## src/hdl/oled_bus_pkg.sv

```systemverilog
package oled_bus_pkg;

	// one byte on the serial line
	typedef logic [7:0] byte_t;

	// data/command line levels
	localparam logic DC_CMD = 1'b0;
	localparam logic DC_DATA = 1'b1;

	// serial clock divisor, clk_in cycles per sclk period
	localparam logic [15:0] CLK_DIV_DEFAULT = 16'd20;

	// zero bytes written per page on clear
	localparam int CLEAR_BYTES = 128;

	localparam int BYTE_BITS = 8;  // bits per byte, msb first

endpackage

```

## src/hdl/oled_font_pkg.sv

```systemverilog
package oled_font_pkg;

	// glyph index or command row index
	typedef logic [6:0] glyph_code_t;

	// column within a glyph, 0 to 5
	typedef logic [2:0] col_idx_t;

	localparam int GLYPH_COLS = 6;  // column bytes per glyph

	// letter codes, kept at their font positions
	localparam glyph_code_t GC_COLON = 7'd26;
	localparam glyph_code_t GC_H = 7'd40;
	localparam glyph_code_t GC_V = 7'd54;
	localparam glyph_code_t GC_Z = 7'd58;
	localparam glyph_code_t GC_A = 7'd65;
	localparam glyph_code_t GC_D = 7'd68;
	localparam glyph_code_t GC_E = 7'd69;
	localparam glyph_code_t GC_F = 7'd70;
	localparam glyph_code_t GC_M = 7'd77;
	localparam glyph_code_t GC_P = 7'd80;
	localparam glyph_code_t GC_R = 7'd82;

	// digits use their own value as code, 0 to 9

	localparam int INIT_ROWS = 5;  // init rows are 0 to INIT_ROWS-1

	// page address command rows
	localparam glyph_code_t ROW_PAGE0 = 7'd5;
	localparam glyph_code_t ROW_PAGE1 = 7'd6;
	localparam glyph_code_t ROW_PAGE2 = 7'd7;
	localparam glyph_code_t ROW_PAGE3 = 7'd8;

endpackage

```

## src/hdl/sclk_divider.sv

```systemverilog
module sclk_divider #(
	parameter int CLK_DIV_PERIOD = int'(oled_bus_pkg::CLK_DIV_DEFAULT)
) (
	input  logic clk_in,
	input  logic rst_n_in,
	output logic sclk,
	output logic sclk_rise,
	output logic sclk_fall
);
	typedef enum logic [1:0] {EDGE_LOW, EDGE_RISE, EDGE_HIGH, EDGE_FALL} edge_t;

	logic [15:0] cnt_q;
	logic lvl_next;
	edge_t edge_q;

	assign lvl_next = (cnt_q >= 16'(CLK_DIV_PERIOD / 2));  // low for first half of count

	always_ff @(posedge clk_in or negedge rst_n_in) begin
		if (!rst_n_in) begin
			cnt_q <= '0;
			sclk <= 1'b0;
			edge_q <= EDGE_LOW;
		end else begin
			cnt_q <= (cnt_q == 16'(CLK_DIV_PERIOD - 1)) ? '0 : cnt_q + 16'd1;
			sclk <= lvl_next;
			// tracker follows the same next level, so strobes line up with sclk
			case (edge_q)
				EDGE_LOW: edge_q <= lvl_next ? EDGE_RISE : EDGE_LOW;
				EDGE_RISE: edge_q <= EDGE_HIGH;  // high lasts at least two cycles
				EDGE_HIGH: edge_q <= lvl_next ? EDGE_HIGH : EDGE_FALL;
				EDGE_FALL: edge_q <= EDGE_LOW;
				default: edge_q <= EDGE_LOW;
			endcase
		end
	end

	assign sclk_rise = (edge_q == EDGE_RISE);  // first cycle of sclk high
	assign sclk_fall = (edge_q == EDGE_FALL);  // first cycle of sclk low

endmodule

```

## src/hdl/byte_serializer.sv

```systemverilog
module byte_serializer (
	input  logic clk_in,
	input  logic rst_n_in,
	input  logic sclk_rise,
	input  logic sclk_fall,
	input  logic tx_start,
	input  oled_bus_pkg::byte_t tx_byte,
	output logic tx_done,
	output logic cs_n,
	output logic sdo
);
	localparam int MSB = oled_bus_pkg::BYTE_BITS - 1;
	localparam logic [3:0] LAST_BIT = 4'(oled_bus_pkg::BYTE_BITS);

	oled_bus_pkg::byte_t shift_q;
	logic busy_q;
	logic bit_out_q;  // bit on the line, waiting for the rising edge
	logic [3:0] bit_cnt_q;

	always_ff @(posedge clk_in) begin
		if (tx_start) begin
			shift_q <= tx_byte;
		end else if (busy_q && bit_out_q && sclk_rise) begin
			shift_q <= {shift_q[MSB-1:0], shift_q[MSB]};  // rotate left
		end
	end

	always_ff @(posedge clk_in or negedge rst_n_in) begin
		if (!rst_n_in) begin
			busy_q <= 1'b0;
			bit_out_q <= 1'b0;
			bit_cnt_q <= '0;
			tx_done <= 1'b0;
			cs_n <= 1'b1;
			sdo <= 1'b0;
		end else begin
			tx_done <= 1'b0;
			if (tx_start) begin
				busy_q <= 1'b1;
				bit_out_q <= 1'b0;
				bit_cnt_q <= '0;
			end else if (busy_q) begin
				if (!bit_out_q && sclk_fall) begin
					if (bit_cnt_q == LAST_BIT) begin
						busy_q <= 1'b0;  // one extra fall closes the byte
						tx_done <= 1'b1;
						cs_n <= 1'b1;
					end else begin
						cs_n <= 1'b0;
						sdo <= shift_q[MSB];
						bit_out_q <= 1'b1;
					end
				end else if (bit_out_q && sclk_rise) begin
					bit_cnt_q <= bit_cnt_q + 4'd1;
					bit_out_q <= 1'b0;
				end
			end
		end
	end

endmodule

```

## src/hdl/glyph_rom.sv

```systemverilog
module glyph_rom (
	input  logic is_data,
	input  oled_font_pkg::glyph_code_t code,
	input  oled_font_pkg::col_idx_t col,
	output oled_bus_pkg::byte_t col_byte
);
	logic [47:0] row;  // six bytes, column 0 in the top byte

	always_comb begin
		row = '0;
		if (!is_data) begin
			case (code)
				7'd0: row = 48'hae_00_10_00_b0_81;  // init
				7'd1: row = 48'hff_a1_a6_a8_1f_c8;
				7'd2: row = 48'hd3_00_d5_80_d9_1f;
				7'd3: row = 48'hda_00_db_40_8d_14;
				7'd4: row = 48'haf_e3_e3_e3_e3_e3;  // display on, then nops
				7'd5: row = 48'hb0_01_10_e3_e3_e3;  // page 0
				7'd6: row = 48'hb1_01_10_e3_e3_e3;
				7'd7: row = 48'hb2_01_10_e3_e3_e3;
				7'd8: row = 48'hb3_01_10_e3_e3_e3;  // page 3
				default: row = '0;
			endcase
		end else begin
			case (code)
				7'd0: row = 48'h00_3e_51_49_45_3e;
				7'd1: row = 48'h00_00_42_7f_40_00;
				7'd2: row = 48'h00_42_61_51_49_46;
				7'd3: row = 48'h00_21_41_45_4b_31;
				7'd4: row = 48'h00_18_14_12_7f_10;
				7'd5: row = 48'h00_27_45_45_45_39;
				7'd6: row = 48'h00_3c_4a_49_49_30;
				7'd7: row = 48'h00_01_71_09_05_03;
				7'd8: row = 48'h00_36_49_49_49_36;
				7'd9: row = 48'h00_06_49_49_29_1e;
				oled_font_pkg::GC_COLON: row = 48'h00_00_36_36_00_00;
				oled_font_pkg::GC_H: row = 48'h00_7f_08_08_08_7f;
				oled_font_pkg::GC_V: row = 48'h00_1f_20_40_20_1f;
				oled_font_pkg::GC_Z: row = 48'h00_61_51_49_45_43;
				oled_font_pkg::GC_A: row = 48'h00_20_54_54_54_78;  // small letter shapes
				oled_font_pkg::GC_D: row = 48'h00_38_44_44_48_7f;
				oled_font_pkg::GC_E: row = 48'h00_38_54_54_54_18;
				oled_font_pkg::GC_F: row = 48'h00_08_7e_09_01_02;
				oled_font_pkg::GC_M: row = 48'h00_7c_04_18_04_78;
				oled_font_pkg::GC_P: row = 48'h00_fc_24_24_24_18;
				oled_font_pkg::GC_R: row = 48'h00_7c_08_04_04_08;
				default: row = '0;  // codes 10 to 15 from bad bcd land here
			endcase
		end
	end

	always_comb begin
		if (int'(col) < oled_font_pkg::GLYPH_COLS) begin
			col_byte = row[47 - 8 * int'(col) -: 8];
		end else begin
			col_byte = '0;
		end
	end

endmodule

```

## src/hdl/oled_sequencer.sv

```systemverilog
module oled_sequencer (
	input  logic clk_in,
	input  logic rst_n_in,
	input  logic [23:0] fre_bcd_in,
	input  logic [23:0] am_bcd_in,
	input  logic [23:0] phase_bcd_in,
	input  logic tx_done,
	input  oled_bus_pkg::byte_t col_byte,
	input  logic cs_n_ser,
	output logic tx_start,
	output oled_bus_pkg::byte_t tx_byte,
	output logic is_data,
	output oled_font_pkg::glyph_code_t code,
	output oled_font_pkg::col_idx_t col,
	output logic oled_rst_n_out,
	output logic oled_cs_n_out,
	output logic oled_dc_out
);
	localparam logic [5:0] STEP_RST_HIGH = 6'd2;
	localparam logic [5:0] STEP_INIT = 6'd3;
	localparam logic [5:0] STEP_INIT_LAST = STEP_INIT + 6'(oled_font_pkg::INIT_ROWS) - 6'd1;
	localparam logic [5:0] STEP_LOOP = 6'd16;  // page 0 command of the text loop
	localparam logic [5:0] STEP_LAST = 6'd53;  // "D" of RAD

	typedef enum logic [1:0] {ST_STEP, ST_SEND, ST_WAIT} state_t;

	state_t state_q;
	logic [5:0] step_q;
	logic [7:0] byte_cnt_q;
	logic [7:0] last_byte;
	logic clear_q;
	logic cs_gate_q;  // holds chip select high between bytes
	oled_font_pkg::glyph_code_t code_d;
	logic dc_d;
	logic clear_d;
	logic send_d;

	// nibble pos 0 is the leftmost digit
	function automatic oled_font_pkg::glyph_code_t digit_code(input logic [23:0] bcd,
			input logic [5:0] pos);
		logic [3:0] nib;
		nib = bcd[4 * (5 - int'(pos)) +: 4];
		return oled_font_pkg::glyph_code_t'(nib);
	endfunction

	always_comb begin
		send_d = (step_q > STEP_RST_HIGH);
		clear_d = step_q inside {6'd9, 6'd11, 6'd13, 6'd15};
		dc_d = (step_q inside {[STEP_INIT:6'd8], 6'd10, 6'd12, 6'd14, 6'd16, 6'd29, 6'd40}) ?
				oled_bus_pkg::DC_CMD : oled_bus_pkg::DC_DATA;
		case (step_q) inside
			[STEP_INIT:STEP_INIT_LAST]: code_d = oled_font_pkg::glyph_code_t'(step_q - STEP_INIT);
			6'd8, 6'd16: code_d = oled_font_pkg::ROW_PAGE0;
			6'd10, 6'd29: code_d = oled_font_pkg::ROW_PAGE1;
			6'd12, 6'd40: code_d = oled_font_pkg::ROW_PAGE2;
			6'd14: code_d = oled_font_pkg::ROW_PAGE3;
			6'd17: code_d = oled_font_pkg::GC_F;
			6'd18, 6'd51: code_d = oled_font_pkg::GC_R;
			6'd19: code_d = oled_font_pkg::GC_E;
			6'd20, 6'd32, 6'd44: code_d = oled_font_pkg::GC_COLON;
			[6'd21:6'd26]: code_d = digit_code(fre_bcd_in, step_q - 6'd21);
			6'd27, 6'd42: code_d = oled_font_pkg::GC_H;
			6'd28: code_d = oled_font_pkg::GC_Z;
			6'd30, 6'd43, 6'd52: code_d = oled_font_pkg::GC_A;
			6'd31: code_d = oled_font_pkg::GC_M;
			[6'd33:6'd38]: code_d = digit_code(am_bcd_in, step_q - 6'd33);
			6'd39: code_d = oled_font_pkg::GC_V;
			6'd41: code_d = oled_font_pkg::GC_P;
			[6'd45:6'd50]: code_d = digit_code(phase_bcd_in, step_q - 6'd45);
			6'd53: code_d = oled_font_pkg::GC_D;
			default: code_d = '0;  // reset and clear steps
		endcase
	end

	assign last_byte = clear_q ? 8'(oled_bus_pkg::CLEAR_BYTES - 1) :
			8'(oled_font_pkg::GLYPH_COLS - 1);

	always_ff @(posedge clk_in or negedge rst_n_in) begin
		if (!rst_n_in) begin
			state_q <= ST_STEP;
			step_q <= '0;
			byte_cnt_q <= '0;
			clear_q <= 1'b0;
			code <= '0;
			cs_gate_q <= 1'b1;
			tx_start <= 1'b0;
			oled_rst_n_out <= 1'b0;
			oled_dc_out <= oled_bus_pkg::DC_CMD;
		end else begin
			tx_start <= 1'b0;
			case (state_q)
				ST_STEP: begin
					if (step_q == STEP_RST_HIGH) begin
						oled_rst_n_out <= 1'b1;  // release panel reset
					end
					code <= code_d;  // digits sampled here
					oled_dc_out <= dc_d;
					clear_q <= clear_d;
					byte_cnt_q <= '0;
					if (send_d) begin
						state_q <= ST_SEND;
					end else begin
						step_q <= step_q + 6'd1;
					end
				end
				ST_SEND: begin
					tx_start <= 1'b1;
					cs_gate_q <= 1'b0;
					state_q <= ST_WAIT;
				end
				ST_WAIT: begin
					if (tx_done) begin
						cs_gate_q <= 1'b1;
						byte_cnt_q <= byte_cnt_q + 8'd1;
						if (byte_cnt_q == last_byte) begin
							state_q <= ST_STEP;
							step_q <= (step_q == STEP_LAST) ? STEP_LOOP : step_q + 6'd1;
						end else begin
							state_q <= ST_SEND;
						end
					end
				end
				default: state_q <= ST_STEP;
			endcase
		end
	end

	assign is_data = (oled_dc_out == oled_bus_pkg::DC_DATA);
	assign col = oled_font_pkg::col_idx_t'(byte_cnt_q[2:0]);
	assign tx_byte = clear_q ? '0 : col_byte;  // clear sends zero columns
	assign oled_cs_n_out = cs_n_ser | cs_gate_q;

endmodule

```

## src/hdl/oled_display_top.sv

```systemverilog
module oled_display_top #(
	parameter int CLK_DIV_PERIOD = int'(oled_bus_pkg::CLK_DIV_DEFAULT)
) (
	input  logic clk_in,
	input  logic rst_n_in,
	input  logic [23:0] fre_bcd_in,
	input  logic [23:0] am_bcd_in,
	input  logic [23:0] phase_bcd_in,
	output logic oled_rst_n_out,
	output logic oled_cs_n_out,
	output logic oled_dc_out,
	output logic oled_clk_out,
	output logic oled_data_out
);
	logic sclk_rise;
	logic sclk_fall;
	logic tx_start;
	logic tx_done;
	logic cs_n_ser;  // serializer frame, gated by the sequencer
	logic is_data;
	oled_bus_pkg::byte_t tx_byte;
	oled_bus_pkg::byte_t col_byte;
	oled_font_pkg::glyph_code_t code;
	oled_font_pkg::col_idx_t col;

	sclk_divider #(
		.CLK_DIV_PERIOD(CLK_DIV_PERIOD)
	) sclk_divider_i (
		.clk_in(clk_in),
		.rst_n_in(rst_n_in),
		.sclk(oled_clk_out),
		.sclk_rise(sclk_rise),
		.sclk_fall(sclk_fall)
	);

	byte_serializer byte_serializer_i (
		.clk_in(clk_in),
		.rst_n_in(rst_n_in),
		.sclk_rise(sclk_rise),
		.sclk_fall(sclk_fall),
		.tx_start(tx_start),
		.tx_byte(tx_byte),
		.tx_done(tx_done),
		.cs_n(cs_n_ser),
		.sdo(oled_data_out)
	);

	glyph_rom glyph_rom_i (
		.is_data(is_data),
		.code(code),
		.col(col),
		.col_byte(col_byte)
	);

	oled_sequencer oled_sequencer_i (
		.clk_in(clk_in),
		.rst_n_in(rst_n_in),
		.fre_bcd_in(fre_bcd_in),
		.am_bcd_in(am_bcd_in),
		.phase_bcd_in(phase_bcd_in),
		.tx_done(tx_done),
		.col_byte(col_byte),
		.cs_n_ser(cs_n_ser),
		.tx_start(tx_start),
		.tx_byte(tx_byte),
		.is_data(is_data),
		.code(code),
		.col(col),
		.oled_rst_n_out(oled_rst_n_out),
		.oled_cs_n_out(oled_cs_n_out),
		.oled_dc_out(oled_dc_out)
	);

endmodule

```

## config.mk

```make
export PLATFORM = sky130hd
export DESIGN_NAME = oled_display_top
export DESIGN_NICKNAME = d
export VERILOG_FILES = /design/src/hdl/oled_bus_pkg.sv /design/src/hdl/oled_font_pkg.sv /design/src/hdl/sclk_divider.sv /design/src/hdl/byte_serializer.sv /design/src/hdl/glyph_rom.sv /design/src/hdl/oled_sequencer.sv /design/src/hdl/oled_display_top.sv
export SDC_FILE = /design/constraint.sdc
export NUM_CORES = 1
export LEC_CHECK = 0
export ABC_CLOCK_PERIOD_IN_PS = 6250
export BUFFER_PORTS_ARGS = -buffer_cell sky130_fd_sc_hd__buf_2
export CAP_MARGIN = 5
export CORE_ASPECT_RATIO = 1.75
export CORE_UTILIZATION = 50
export CTS_BUF_LIST = sky130_fd_sc_hd__clkbuf_16
export DETAILED_ROUTE_END_ITERATION = 10
export GPL_TIMING_DRIVEN = 0
export PLACE_DENSITY = 0.81
export SYNTH_ARGS = -nofsm -noshare
export SYNTH_HDL_FRONTEND = slang
export SYNTH_SLANG_ARGS = --single-unit
export TNS_END_PERCENT = 1
```

## constraint.sdc

```tcl
create_clock -name clk_in -period 6.25 [get_ports clk_in]
set_clock_uncertainty 0.05 [all_clocks]
set_input_delay 0.3125 -clock clk_in [delete_from_list [all_inputs] [get_ports clk_in]]
set_output_delay 0.3125 -clock clk_in [all_outputs]
set_load 0.02 [all_outputs]
```

== After elaboration in Yosys (flattened, before gate mapping) ==
Memories as Yosys holds them, arrays and structs flattened.
Cells that the tools add are included.
Operators by class
  reductions and logical operators: 38
  $add $sub $neg: 12
  equal/unequal tests: 63
  $lt $le $gt $ge: 12
  bitwise gates (word level): 3
  mux-type cells: 63
  shifts and indexed selects: 4
Operator list (count)
  case mux 40 bit (21 select lines): 1
  two-way mux 7 bit: 20
  two-way mux 48 bit: 2
  variable part select 24 x 32 -> 4 bit: 3
  equality test 6 x 5 -> 1 bit, second input constant: 10
  equality test 6 bit, second input constant: 10
  variable part select 55 x 32 -> 8 bit: 1
  equality test 7 bit, second input constant: 7
  equality test 6 x 4 -> 1 bit, second input constant: 8
  two-way mux 8 bit: 5
  equality test 7 x 3 -> 1 bit, second input constant: 4
  two-way mux 6 bit: 4
  equality test 7 x 6 -> 1 bit, second input constant: 3
  subtractor 3 x 6 -> 7 bit, first input constant: 3
  two-way mux 1 bit: 19
  adder 16 x 1 -> 16 bit, second input constant: 1
  equality test 16 x 5 -> 1 bit, second input constant: 1
  >= comparator 16 x 4 -> 1 bit, second input constant: 1
  two-way mux 16 bit: 1
  two-way mux 4 bit: 4
  case mux 8 bit (2 select lines): 1
  equality test 7 x 2 -> 1 bit, second input constant: 2
  equality test 7 x 4 -> 1 bit, second input constant: 2
  >= comparator 6 bit, second input constant: 2
  46 further kinds: 80
Storage, ports and cells
  word-level logic and storage cells: 215
  bits in read-only memories: 688
  output and inout port bits: 5
  memories: 1
  input bits: 74
  flip-flop bits (word level): 64
Memories
  (no name shown): depth 16, width 43, read ports 1, clocked after memory_dff 0, wr ports 0, line glyph_rom.sv:12  | case (code)

== Logic depth before layout (Yosys ltp) ==
Gate-level depths: netlist (run 1).
  word-level depth: 21
  depth in mapped cells: 17
  gate-level depth less buffers: 12

== Hierarchy ==
A second synthesis (run 1) with hierarchy kept.
Second synthesis, totals
  cell total of the unflattened synthesis: 810
  area, all modules: 6797.8 µm²
Modules (own cells, without submodules)
  oled_sequencer: area an instance 3118.0 µm², times used 1, cells an instance 376
  glyph_rom: area an instance 1990.7 µm², times used 1, cells an instance 299
  sclk_divider: area an instance 903.4 µm², times used 1, cells an instance 78
  byte_serializer: area an instance 785.8 µm², times used 1, cells an instance 57

== Least setup slack after synthesis (run 1) ==
Ideal clock, no wire load.
  path kind: reg2reg
  from: reg oled_sequencer_i.step_q[0]
  to: reg oled_sequencer_i.code[2]
  slack: 2.546 ns
  data required time: 6.101 ns
  buffers on the path: 6
  stages on the path, launching flop included: 17
  data arrival time: 3.555 ns
  cells stage by stage: dfrtp_1 -> buf_2 -> buf_4 -> buf_4 -> buf_2 -> inv_1 -> ha_1 -> clkbuf_1 -> inv_1 -> ha_1 -> buf_1 -> nor2b_1 -> a22o_1 -> nand2_1 -> o21ai_0 -> a21oi_1 -> a311oi_1
Between the ends
  word-level cells in the longest chain between the ends: 21
  elaborated cells between the ends (all ways): 72
  those cells by class: add/sub: 7; order compare: 8; eq/ne: 24; shift: 3; mux: 19; reduce/logical: 11
RTL lines
  from (decl): line oled_sequencer.sv:28  | logic [5:0] step_q;
  from (signal assigned): line oled_sequencer.sv:103  | step_q <= step_q + 6'd1;
  from (signal assigned): line oled_sequencer.sv:117  | step_q <= (step_q == STEP_LAST) ? STEP_LOOP : step_q + 6'd1;
  subtractor 6 bit: line oled_sequencer.sv:69  | [6'd45:6'd50]: code_d = digit_code(phase_bcd_in, step_q - 6'd45);
  subtractor 3 x 6 -> 7 bit: line oled_sequencer.sv:42  | nib = bcd[4 * (5 - int'(pos)) +: 4];
  variable part select 24 x 32 -> 4 bit: line oled_sequencer.sv:42
  two-way mux 7 bit (17 in a row): line oled_sequencer.sv:51  | case (step_q) inside
  two-way mux 7 bit (*): line oled_sequencer.sv:51
  to (signal assigned): line oled_sequencer.sv:96  | code <= code_d;
  to (decl): line oled_sequencer.sv:13  | output oled_font_pkg::glyph_code_t code,
Every way passes the cells marked *; elsewhere a longest branch is shown, timed or not.
A chain may end at the register's enable or synchronous reset.

== Final worst setup path (run 1) ==
  from: reg oled_sequencer_i.step_q[0]
  to: reg oled_sequencer_i.code[3]
Same word-level chain as after synthesis.

==> results of run 1 <==
[synth_stat cells, types with 4 or more instances]
cell and n:
nor3_1 31, o21ai_1 6, inv_1 27, nand2_1 68
nor2b_1 15, a22oi_1 9, mux4_2 12, nand4bb_1 5
clkbuf_1 22, o211ai_1 5, or3_1 11, a21o_1 7
nor4_1 16, buf_1 4, o22ai_1 6, dfrtp_1 54
or2_2 5, ha_1 22, nor3b_1 5, xnor2_1 15
o31ai_1 9, a21oi_1 50, mux2i_1 6, nor2_1 53
xor2_1 10, nand4_1 10, buf_4 5, a31oi_1 8
a32oi_1 4, nand3b_1 9, o2111ai_1 4, buf_2 18
mux2_2 12, a211oi_1 5, nand3_1 40, and2_1 5
o21a_1 7, a311oi_1 5, nand2b_1 23, o21ai_0 43
edfxtp_1 8, and3_1 15, a22o_1 6
[area by class of cell]
cell class              instances  area (um^2)  share of cell area (%)
multi-input cells             627         4260                    59.2
flip-flops and latches         64         1640                    22.9
repair buffers                 79          398                    5.53
plain buffers                  50          236                    3.29
clock buffers                   9          225                    3.13
well taps                     165          206                    2.87
clock inverters                 7          119                    1.65
inverters                      29          109                    1.51
[worst max path at each step]
stage | start | cells after the start | end
floorplan | oled_sequencer_i.step_q[0]$_DFFE_PN0P_ | 16 | oled_sequencer_i.code[2]$_DFFE_PN0P_
global placement | oled_sequencer_i.step_q[0]$_DFFE_PN0P_ | 15 | oled_sequencer_i.code[3]$_DFFE_PN0P_
detailed placement | oled_sequencer_i.step_q[0]$_DFFE_PN0P_ | 15 | oled_sequencer_i.code[3]$_DFFE_PN0P_
CTS | oled_sequencer_i.step_q[0]$_DFFE_PN0P_ | 15 | oled_sequencer_i.code[3]$_DFFE_PN0P_
global route | oled_sequencer_i.step_q[0]$_DFFE_PN0P_ | 16 | oled_sequencer_i.code[2]$_DFFE_PN0P_
finish | oled_sequencer_i.step_q[0]$_DFFE_PN0P_ | 15 | oled_sequencer_i.code[3]$_DFFE_PN0P_
[sequential cells by signal, summed over array words and instances, names as in the netlist]
register and cells:
oled_sequencer_i.state_q 2, byte_serializer_i.cs_n 1, oled_sequencer_i.step_q 6, oled_sequencer_i.is_data 1
oled_sequencer_i.oled_rst_n_out 1, sclk_divider_i.sclk 1, oled_sequencer_i.cs_gate_q 1, sclk_divider_i.edge_q 2
byte_serializer_i.shift_q 8, sclk_divider_i.cnt_q 16, byte_serializer_i.bit_out_q 1, oled_sequencer_i.tx_start 1
byte_serializer_i.busy_q 1, byte_serializer_i.sdo 1, oled_sequencer_i.code 7, oled_sequencer_i.byte_cnt_q 8
oled_sequencer_i.clear_q 1, byte_serializer_i.tx_done 1, byte_serializer_i.bit_cnt_q 4
[worst max-delay path, cell delays in order (launching register included)]
cell       delay [ps]
dfrtp_1           380
buf_2             260
buf_4             260
buf_4             240
buf_2             300
inv_1             140
ha_1              380
clkbuf_1          410
inv_1             190
ha_1              320
buf_1             420
nor2b_1           460
a22oi_1           140
o2bb2ai_1         290
nand4_1           140
a32oi_1           250
[per-layer routing]
layer  up-vias  track usage, %
li1       3070               -
met4         0            28.7
met2       376            71.3
met3       121            6.62
met1      3303            42.2
met5         -               0
[kinds of logic after synthesis]
kind of cell | count (synthesis)
AOI/OAI and AO/OA | 216
xor gates and xnor gates | 25
and+or+nand+nor | 334
muxes | 30
DFF | 64
buffers and inverters | 79
adders and majority gates | 22
[placed cells by master, fill, tap and decap left out, types with 10 or more instances in the layout]
| cell | count |
|---|---|
| buf_2 | 96 |
| nand2_1 | 68 |
| dfrtp_1 | 54 |
| nor2_1 | 53 |
| a21oi_1 | 50 |
| o21ai_0 | 43 |
| nand3_1 | 40 |
| nor3_1 | 31 |
| inv_1 | 27 |
| nand2b_1 | 23 |
| clkbuf_1 | 22 |
| ha_1 | 22 |
| nor4_1 | 16 |
| xnor2_1 | 15 |
| nor2b_1 | 15 |
| and3_1 | 15 |
| mux2_2 | 12 |
| mux4_2 | 12 |
| or3_1 | 11 |
| nand4_1 | 10 |
| xor2_1 | 10 |
[through the flow]
step,hold slack [ps],cells,power (W)
after floorplan,-33.1,770,0.000440
after global placement,401,1013,0.000470
after detailed placement,422,1013,0.000471
after CTS,229,1029,0.00104
after global routing,35.1,1030,0.00106
final,-21.7,1030,0.00104
[power groups by stage]
| stage | clock (W) | sequential (W) | combinational, W |
|---|---|---|---|
| after floorplan | 0 | 0.000429 | 0.0000114 |
| after global placement | 0 | 0.000428 | 0.0000412 |
| after detailed placement | 0 | 0.000428 | 0.0000422 |
| after CTS | 0.000581 | 0.000421 | 0.0000424 |
| after global routing | 0.000597 | 0.000421 | 0.0000468 |
| final | 0.000577 | 0.000421 | 0.0000430 |
==> flow_metrics.py, run 1 <==
metrics = {
    "synthesis": {
        "synth-simple-area-share_pct": 29.4,
        "synth.net_count": 866,
        "yosysTopAreaCell": "dfrtp_1",
        "yosys_warnings": 0,
        "ys.flop_type": "dfrtp_1",
        "syn_avg_cell_area_um2": 8.11,
        "netlist_top_cells_area": "dfrtp_1 (22%), ha_1 (4.4%), mux4_2 (4.3%), nand2_1 (4.1%), a21oi_1 (4.0%)",
        "synthXorXnorAreaFrac_pct": 3.51,
        "synth_top_family_by_area": "simple AND/OR/NAND/NOR gates",
        "yosysSeqAreaShare_pct": 26.3,
        "synth_edf_count": 8,
        "synthArstFlopShare_pct": 87.5,
        "synthDistinctLibCells": 89,
        "synth_top_area_share_pct": 21.6,
        "synth_adder_area_share_pct": 4.41,
        "synth-seq-cells": 64,
        "synth_area_mm2": 0.00625,
        "syn-instance-count": 770,
        "synth-compound-area-share_pct": 23.3,
        "synth.mux.area_fraction_pct": 7.45,
    },
    "floorplan": {
        "rows": 53,
        "ios": 79,
        "fp.dieH_um": 150,
        "die_w_um": 86.5,
        "die_area_mm2": 0.0130,
        "start_util_pct": 51.8,
        "core_area_mm2": 0.0121,
    },
    "detailed_routing": {
        "drtIter0Drc": 600,
        "route.detailed.drc": 0,
        "wl_met2_mm": 13.1,
        "wirelength_mm": 25.0,
        "first_pass_iters": 5,
        "vias_per_cell": 6.67,
        "vias": 6870,
        "maxUsedRoutingLayer": "met4",
        "ant_nets": 0,
        "wl_per_cell_um": 24.3,
        "wl_met1_mm": 8.57,
        "wl_met3_mm": 1.41,
    },
    "setup_path": {
        "cp.required_ps": 6440,
        "worstSetupPathType": "reg -> reg",
        "rr_worst_depth": 15,
        "crit_path_end_kind": "flip-flop",
        "r2r-start": "oled_sequencer_i.step_q[0]$_DFFE_PN0P_",
        "rr_endpoint": "oled_sequencer_i.code[3]$_DFFE_PN0P_",
        "arrival_ps": 4920,
        "worst-r2r-setup-slack_ps": 1520,
        "cp-start-kind": "flip-flop",
        "critPathMaxFanout": 10,
    },
    "sta": {
        "fin_crit_ps": 4730,
        "slew_headroom_pct": 13.5,
        "drv_slew": 0,
        "setup_viol_count_final": 0,
        "period_share_pct": 75.7,
        "tightest_slew_ps": 1290,
        "rsz0062_at_grt": "no",
        "whs_ps": -21.7,
        "max_freq_mhz": 211,
        "hold_violations": 25,
        "final.setup.tns_ps": 0,
        "setup_ws_ps": 1520,
    },
    "pwr": {
        "p_sw_share_pct": 19.7,
        "cell_internal_pwr_w": 0.000836,
        "p_clk_share_pct": 55.5,
        "comb_power_share_pct": 4.1,
        "switchingPower_w": 0.000205,
        "leakage_nw": 3.04,
        "power_density_mw_per_mm2": 145,
        "seq_power_share_pct": 40.4,
        "ir_worst_vdd_uv": 188,
    },
    "min_path": {
        "hp-class": "in -> async",
    },
    "cts": {
        "cts_root_buffer": "clkbuf_16",
        "numCtsBuffers": 9,
        "clkSlewWorstSetupHoldPaths_ps": 60,
        "cts_htree_levels": 3,
        "worstSkewPairLatency_ps": 340,
        "tritoncts": "built",
        "postCtsSetupBuffers": 0,
        "clockBufferDepth": 2,
        "cts-hold-fix-buffers": 0,
        "cts_resized": 0,
        "numClockSinks": 64,
    },
    "global_routing": {
        "grt_pass1_wl_mm": 38.5,
        "grt_pass1_vias": 6802,
        "grt.overflow.total": 0,
        "grt_use_total_pct": 40.2,
        "antenna_found_initial": 0,
        "grt_max_degree": 57,
    },
    "placement": {
        "dp_slack_ps": 1640,
        "gp_congestion": 0.995,
        "hpwl_mm": 18.7,
        "place_area_mm2": 0.00684,
        "io_buffers": 78,
    },
    "finish": {
        "finalNetCount": 956,
        "fillers": 1141,
        "design_area_mm2": 0.00719,
        "drive_gt1_share_pct": 19.5,
        "diodes": 0,
        "fin_util_pct": 59.6,
        "syn_to_final_growth_pct": 15.2,
    },
    "flow_run": {
        "drv_cap": 0,
    },
    "run_status": {
        "status": "finished, violations left",
        "violations": "hold timing",
    },
}
(Power assumes the default switching activity.)
==> run 2: changes to the inputs <==
--- a/config.mk
+++ b/config.mk
@@ -5,7 +5,7 @@
 export SDC_FILE = /design/constraint.sdc
 export NUM_CORES = 1
 export LEC_CHECK = 0
-export ABC_CLOCK_PERIOD_IN_PS = 6250
+export ABC_CLOCK_PERIOD_IN_PS = 3800
 export BUFFER_PORTS_ARGS = -buffer_cell sky130_fd_sc_hd__buf_2
 export CAP_MARGIN = 5
 export CORE_ASPECT_RATIO = 1.75
@@ -13,7 +13,7 @@
 export CTS_BUF_LIST = sky130_fd_sc_hd__clkbuf_16
 export DETAILED_ROUTE_END_ITERATION = 10
 export GPL_TIMING_DRIVEN = 0
-export PLACE_DENSITY = 0.81
+export PLACE_DENSITY = 0.84
 export SYNTH_ARGS = -nofsm -noshare
 export SYNTH_HDL_FRONTEND = slang
 export SYNTH_SLANG_ARGS = --single-unit
==> constraint.sdc (replaced) <==
create_clock -name clk_in -period 3.8 [get_ports clk_in]
set_clock_uncertainty 0.05 [all_clocks]
set_input_delay 0.19 -clock clk_in [delete_from_list [all_inputs] [get_ports clk_in]]
set_output_delay 0.19 -clock clk_in [all_outputs]
set_load 0.02 [all_outputs]
==> flow_metrics.py, run 2 (synthesized netlist as in run 1, its figures left out) <==
metrics = {
    "floorplan": {
        "core_area_mm2": 0.0121,
        "ios": 79,
        "start_util_pct": 51.8,
        "fp.dieH_um": 150,
        "die_w_um": 86.5,
        "die_area_mm2": 0.0130,
        "rows": 53,
    },
    "placement": {
        "io_buffers": 78,
        "hpwl_mm": 17.2,
        "gp_congestion": 1.05,
        "dp.cells": 1013,
    },
    "setup_path": {
        "slowest_delay_ps": 410,
        "critPathMaxFanout": 10,
        "path_buf_inv": 7,
        "cp.required_ps": 3930,
        "crit_path_end_kind": "flip-flop",
        "worst-r2r-setup-slack_ps": 140,
        "rr_endpoint": "oled_sequencer_i.code[3]$_DFFE_PN0P_",
        "crit_chain": "buf_6 -> buf_6 -> buf_6 -> buf_4 -> inv_1 -> ha_4 -> buf_6 -> clkinvlp_4 -> ha_2 -> mux4_2 -> a22o_1 -> a21bo_2 -> o2bb2ai_1 -> nand4_1 -> a32oi_1",
        "cpMostUsedCell": "buf_6",
        "slowest_stage": "dfrtp_1",
        "worstSetupPathType": "reg -> reg",
        "rr_worst_depth": 15,
        "crit_family": "buffers and inverters",
        "arrival_ps": 3790,
        "cp-start-kind": "flip-flop",
        "r2r-start": "oled_sequencer_i.step_q[0]$_DFFE_PN0P_",
    },
    "finish": {
        "syn_to_final_growth_pct": 15.5,
        "layout.cells.most_common": "buf_2",
        "stdcell_count": 1029,
        "largest_register": "sclk_divider_i.cnt_q",
        "largest_reg_flops": 16,
        "final_cell_mix": "buf_2 (93), nand2_1 (68), dfrtp_1 (54)",
        "finalNetCount": 955,
        "diodes": 0,
        "top_regs": "sclk_divider_i.cnt_q x16, byte_serializer_i.shift_q x8, oled_sequencer_i.byte_cnt_q x8",
        "drive_gt1_share_pct": 20.4,
    },
    "pwr": {
        "p_total_w": 0.00153,
        "leakage_nw": 3.02,
        "ir_worst_vdd_uv": 352,
        "power_density_mw_per_mm2": 212,
    },
    "cts": {
        "tritoncts": "built",
        "cts_htree_levels": 3,
        "numClockSinks": 64,
        "worstSkewPairLatency_ps": 340,
        "clockBufferDepth": 2,
        "cts_root_buffer": "clkbuf_16",
        "numCtsBuffers": 9,
        "clkSlewWorstSetupHoldPaths_ps": 50,
    },
    "detailed_routing": {
        "wirelength_mm": 22.9,
        "vias": 6721,
        "route.detailed.drc": 0,
        "vias_per_cell": 6.53,
        "wl_per_cell_um": 22.2,
        "drtIter0Drc": 538,
        "first_pass_iters": 5,
        "ant_nets": 0,
    },
    "global_routing": {
        "grt_pass1_wl_mm": 35.5,
        "grt_use_total_pct": 36.6,
        "antenna_found_initial": 1,
        "grt_max_degree": 57,
        "grt.overflow.total": 0,
        "grt_pass1_vias": 6642,
    },
    "sta": {
        "drv_slew": 0,
        "fin_crit_ps": 3660,
        "whs_ps": 392,
        "period_share_pct": 96.3,
        "hold_violations": 0,
        "setup_viol_count_final": 0,
        "slew_headroom_pct": 17.7,
        "max_freq_mhz": 273,
        "tightest_slew_ps": 1230,
    },
    "run_status": {
        "status": "complete, no violations",
    },
    "flow_run": {
        "drv_cap": 0,
    },
    "min_path": {
        "hp-class": "in -> async",
    },
}
[run 2: what timing repair did]
action | 4_1_cts | 5_1_grt
buffers inserted | 0 | 1
hold buffers | 0 | 1
endpoints found under the hold margin | 0 | 54
resized for setup | 8 | 10
setup endpoints to repair | 4 | 4
cloned | 0 | 0
pin swaps | 1 | 0
[run 2: layout make-up]
type | instances | area [um^2]
Fill cell | 1106 | 4860
Multi-Input combinational cell | 627 | 4300
Sequential cell | 64 | 1640
Timing Repair Buffer | 80 | 410
Buffer | 48 | 253
Clock buffer | 10 | 250
Tap cell | 165 | 206
Inverter | 29 | 113
Clock inverter | 6 | 35.0
[run 2: metal layers]
metal / share of wire (%) / vias up / GRT usage [%]
met2: 50 / 378 / 62.5
met5: 0.053 / - / 0
met3: 7.7 / 134 / 8.94
met1: 33 / 3145 / 37.0
li1: - / 3062 / -
met4: 9.1 / 2 / 30.5
[run 2: worst register-to-register path, delay by kind of cell, from the launching register on]
kind,cells,cell delay (ps)
flip-flops,1,410
multiplexers,1,320
adder cells (fa/ha/maj),2,720
AO/OA/AOI/OAI,4,720
AND/OR/NAND/NOR,1,110
buffers and inverters,7,1190
[run 2: power breakdown]
part           leakage (nW)  switching (W)  internal, W  total (W)
combinational          2.09      0.0000277    0.0000425  0.0000702
clock                 0.138       0.000296     0.000474   0.000769
sequential            0.797              0     0.000693   0.000693
total                  3.02       0.000323      0.00121    0.00153
[run 2: stage by stage]
stage | setup WS (ps) | area, um^2 | util, % | setup TNS [ps]
finish | 140 | 7210 | 59.8 | 0
global route | -11.5 | 7210 | 59.8 | -11.5
CTS | 28.1 | 7150 | 59.2 | 0
detailed placement | -789 | 6840 | 56.7 | -2940
global placement | -718 | 6840 | 56.7 | -2600
floorplan | 95.8 | 6250 | - | 0
[run 2: worst max path at each step]
stage,cells after the start,from,slack [ps],end
floorplan,16,oled_sequencer_i.step_q[0]$_DFFE_PN0P_,100,oled_sequencer_i.code[2]$_DFFE_PN0P_
global placement,15,oled_sequencer_i.step_q[0]$_DFFE_PN0P_,-720,oled_sequencer_i.code[3]$_DFFE_PN0P_
detailed placement,16,oled_sequencer_i.step_q[0]$_DFFE_PN0P_,-790,oled_sequencer_i.code[2]$_DFFE_PN0P_
CTS,16,oled_sequencer_i.step_q[0]$_DFFE_PN0P_,30,oled_sequencer_i.code[3]$_DFFE_PN0P_
global route,15,oled_sequencer_i.step_q[0]$_DFFE_PN0P_,-10,oled_sequencer_i.code[3]$_DFFE_PN0P_
finish,15,oled_sequencer_i.step_q[0]$_DFFE_PN0P_,140,oled_sequencer_i.code[3]$_DFFE_PN0P_
==> run 3: changes to the inputs <==
--- a/config.mk
+++ b/config.mk
@@ -9,12 +9,13 @@
 export BUFFER_PORTS_ARGS = -buffer_cell sky130_fd_sc_hd__buf_2
 export CAP_MARGIN = 5
 export CORE_ASPECT_RATIO = 1.75
-export CORE_UTILIZATION = 50
+export CORE_UTILIZATION = 55
 export CTS_BUF_LIST = sky130_fd_sc_hd__clkbuf_16
 export DETAILED_ROUTE_END_ITERATION = 10
 export GPL_TIMING_DRIVEN = 0
-export PLACE_DENSITY = 0.84
+export PLACE_DENSITY = 0.9
 export SYNTH_ARGS = -nofsm -noshare
 export SYNTH_HDL_FRONTEND = slang
+export SYNTH_HIERARCHICAL = 1
 export SYNTH_SLANG_ARGS = --single-unit
 export TNS_END_PERCENT = 1
==> flow_metrics.py, run 3 <==
metrics = {
    "run_status": {
        "status": "complete, no violations",
    },
    "pwr": {
        "ir_worst_vdd_uv": 308,
        "p_sw_share_pct": 20.6,
        "leakage_nw": 3.35,
        "power_density_mw_per_mm2": 199,
        "comb_power_share_pct": 4.4,
        "p_clk_share_pct": 51.2,
        "seq_power_share_pct": 44.3,
        "cell_internal_pwr_w": 0.00124,
        "switchingPower_w": 0.000322,
    },
    "sta": {
        "max_freq_mhz": 268,
        "drv_slew": 0,
        "whs_ps": 354,
        "fin_crit_ps": 3740,
        "tightest_slew_ps": 992,
        "hold_violations": 0,
        "slew_headroom_pct": 33.2,
        "period_share_pct": 98.3,
        "setup_viol_count_final": 0,
    },
    "detailed_routing": {
        "wirelength_mm": 25.9,
        "vias": 7231,
        "first_pass_iters": 5,
        "wl_per_cell_um": 24.2,
        "vias_per_cell": 6.75,
        "ant_nets": 0,
        "route.detailed.drc": 0,
        "drtIter0Drc": 444,
    },
    "floorplan": {
        "die_w_um": 86.0,
        "fp.dieH_um": 149,
        "core_area_mm2": 0.0120,
        "start_util_pct": 56.6,
        "die_area_mm2": 0.0128,
        "rows": 53,
        "ios": 79,
    },
    "synthesis": {
        "synth_top_area_share_pct": 19.9,
        "yosys_warnings": 6,
        "netlist_top_cells_area": "dfrtp_1 (20%), ha_1 (4.8%), nand2_1 (3.8%), nor2_1 (3.6%), edfxtp_1 (3.5%)",
        "synthArstFlopShare_pct": 87.5,
        "syn-instance-count": 810,
        "yosysTopAreaCell": "dfrtp_1",
        "ys.flop_type": "dfrtp_1",
        "synth-seq-cells": 64,
        "synth.net_count": 910,
        "synth_area_mm2": 0.00680,
        "synth_edf_count": 8,
        "synth.most_common_cell": "nand2_1",
        "synthDistinctLibCells": 107,
        "yosysSeqAreaShare_pct": 24.2,
        "synth_common_cells": "nand2_1 (68), nor2_1 (66), dfrtp_1 (54), a21oi_1 (41), o21ai_0 (36)",
        "syn_avg_cell_area_um2": 8.39,
    },
    "cts": {
        "numCtsBuffers": 9,
        "numClockSinks": 64,
        "clkSlewWorstSetupHoldPaths_ps": 50,
        "tritoncts": "built",
        "cts_root_buffer": "clkbuf_16",
        "clockBufferDepth": 2,
        "cts_htree_levels": 3,
        "worstSkewPairLatency_ps": 330,
    },
    "global_routing": {
        "grt_pass1_vias": 7329,
        "use_met2_pct": 72.9,
        "grt_max_degree": 57,
        "grt.busiest_layer": "met2",
        "grt.overflow.total": 0,
        "antenna_found_initial": 0,
        "grt_use_total_pct": 41.8,
        "use_met1_pct": 40.1,
        "grt_pass1_wl_mm": 39.9,
        "grt_use_met3_pct": 10.9,
    },
    "min_path": {
        "hp-class": "in -> reg",
    },
    "finish": {
        "syn_to_final_growth_pct": 15.5,
        "largest_register": "sclk_divider_i/cnt_q",
        "final_cell_mix": "buf_2 (92), nand2_1 (68), nor2_1 (66)",
        "largest_reg_flops": 16,
        "design_area_mm2": 0.00785,
        "layout.cells.most_common": "buf_2",
        "top_regs": "sclk_divider_i/cnt_q x16, byte_serializer_i/shift_q x8, oled_sequencer_i/byte_cnt_q x8",
        "fin_util_pct": 65.4,
        "drive_gt1_share_pct": 25.4,
        "finalNetCount": 1002,
        "diodes": 0,
    },
    "placement": {
        "place_area_mm2": 0.00740,
        "hpwl_mm": 19.4,
        "io_buffers": 78,
        "gp_congestion": 1.06,
    },
    "setup_path": {
        "arrival_ps": 3880,
        "crit_path_end_kind": "flip-flop",
        "cp-start-kind": "flip-flop",
        "worstSetupPathType": "reg -> reg",
        "critPathMaxFanout": 10,
        "cp.required_ps": 3950,
    },
    "flow_run": {
        "drv_cap": 0,
    },
}
[run 3: cell types whose count changed after synthesis, moves of 8 or more]
cell      previous run  this run
a21oi_1             50        41
a221oi_1             0         9
inv_1               27        19
mux2_2              12        20
nand2b_1            23        15
nand4_1             10        19
nor2_1              53        66
nor2b_1             15        28
nor3_1              31        21
[run 3: cell families after synthesis]
| family | synth area share, % |
|---|---|
| AO/OA/AOI/OAI | 22.6 |
| XOR/XNOR | 3.83 |
| adder cells (fa/ha/maj) | 4.79 |
| buffers and inverters | 6.15 |
| flip-flops | 24.2 |
| multiplexers | 7.84 |
| AND/OR/NAND/NOR | 30.6 |
[run 3: worst max-delay path, stage by stage (launching register included)]
cell	delay (ps)
dfrtp_2	390
buf_6	180
buf_8	170
buf_6	180
clkinvlp_4	130
ha_4	310
clkbuf_4	210
buf_4	210
inv_1	130
ha_4	310
buf_6	150
mux2_2	340
a221oi_1	280
nor2_1	100
a221oi_2	360
o21ai_1	90
[run 3: what timing repair did]
action,in CTS,in global routing
hold buffers,0,1
endpoints found under the setup margin,7,10
pin swaps,0,1
buffers inserted,1,1
gates resized for setup,14,15
hold endpoints to repair,0,54
[run 3: cell type report]
type | count | area [um^2]
plain buffers | 61 | 373
clock buffers | 9 | 225
clock inverters | 7 | 72.6
fillers | 1015 | 4150
inverters | 21 | 82.6
multi-input cells | 664 | 4830
flip-flops and latches | 64 | 1650
well taps | 165 | 206
repair buffers | 81 | 418
[run 3: stage by stage]
| step | worst slack (ps) | power, W | TNS (ps) | std cells |
|---|---|---|---|---|
| final | 64.3 | 0.00156 | 0 | 1072 |
| after floorplan | 85.3 | 0.000722 | 0 | 810 |
| after global placement | -786 | 0.000770 | -2420 | 1053 |
| after CTS | -94.8 | 0.00157 | -94.8 | 1070 |
| after global routing | -1.66 | 0.00160 | -1.66 | 1072 |
| after detailed placement | -866 | 0.000773 | -2620 | 1053 |
[run 3: power groups by stage]
stage / Clock (W) / Sequential, W / Combinational (W)
floorplan: 0 / 0.000705 / 0.0000173
global placement: 0 / 0.000705 / 0.0000653
detailed placement: 0 / 0.000705 / 0.0000678
CTS: 0.000811 / 0.000692 / 0.0000680
global route: 0.000832 / 0.000692 / 0.0000764
finish: 0.000800 / 0.000693 / 0.0000691
[run 3: metal layers]
layer	vias up	wire [um]
li1	3233	-
met1	3453	8320
met2	388	13400
met3	157	1790
met4	0	2420
met5	-	0
[run 3: path summary, 6_finish.rpt]
check / startpoint / end / slack, ps / cells after the start
setup / recovery: oled_sequencer_i/step_q[0]$_DFFE_PN0P_ / oled_sequencer_i/code[0]$_DFFE_PN0P_ / 60 / 15
hold / removal: fre_bcd_in[8] / oled_sequencer_i/code[0]$_DFFE_PN0P_ / 350 / 5
setup reg to reg: oled_sequencer_i/step_q[0]$_DFFE_PN0P_ / oled_sequencer_i/code[0]$_DFFE_PN0P_ / 60 / 15
hold reg to reg: byte_serializer_i/tx_done$_DFF_PN0_ / oled_sequencer_i/state_q[1]$_DFFE_PN0P_ / 440 / 1
max in group asynchronous: rst_n_in / oled_sequencer_i/code[0]$_DFFE_PN0P_ / 2750 / 2
min in group asynchronous: rst_n_in / byte_serializer_i/sdo$_DFFE_PN0P_ / 410 / 2
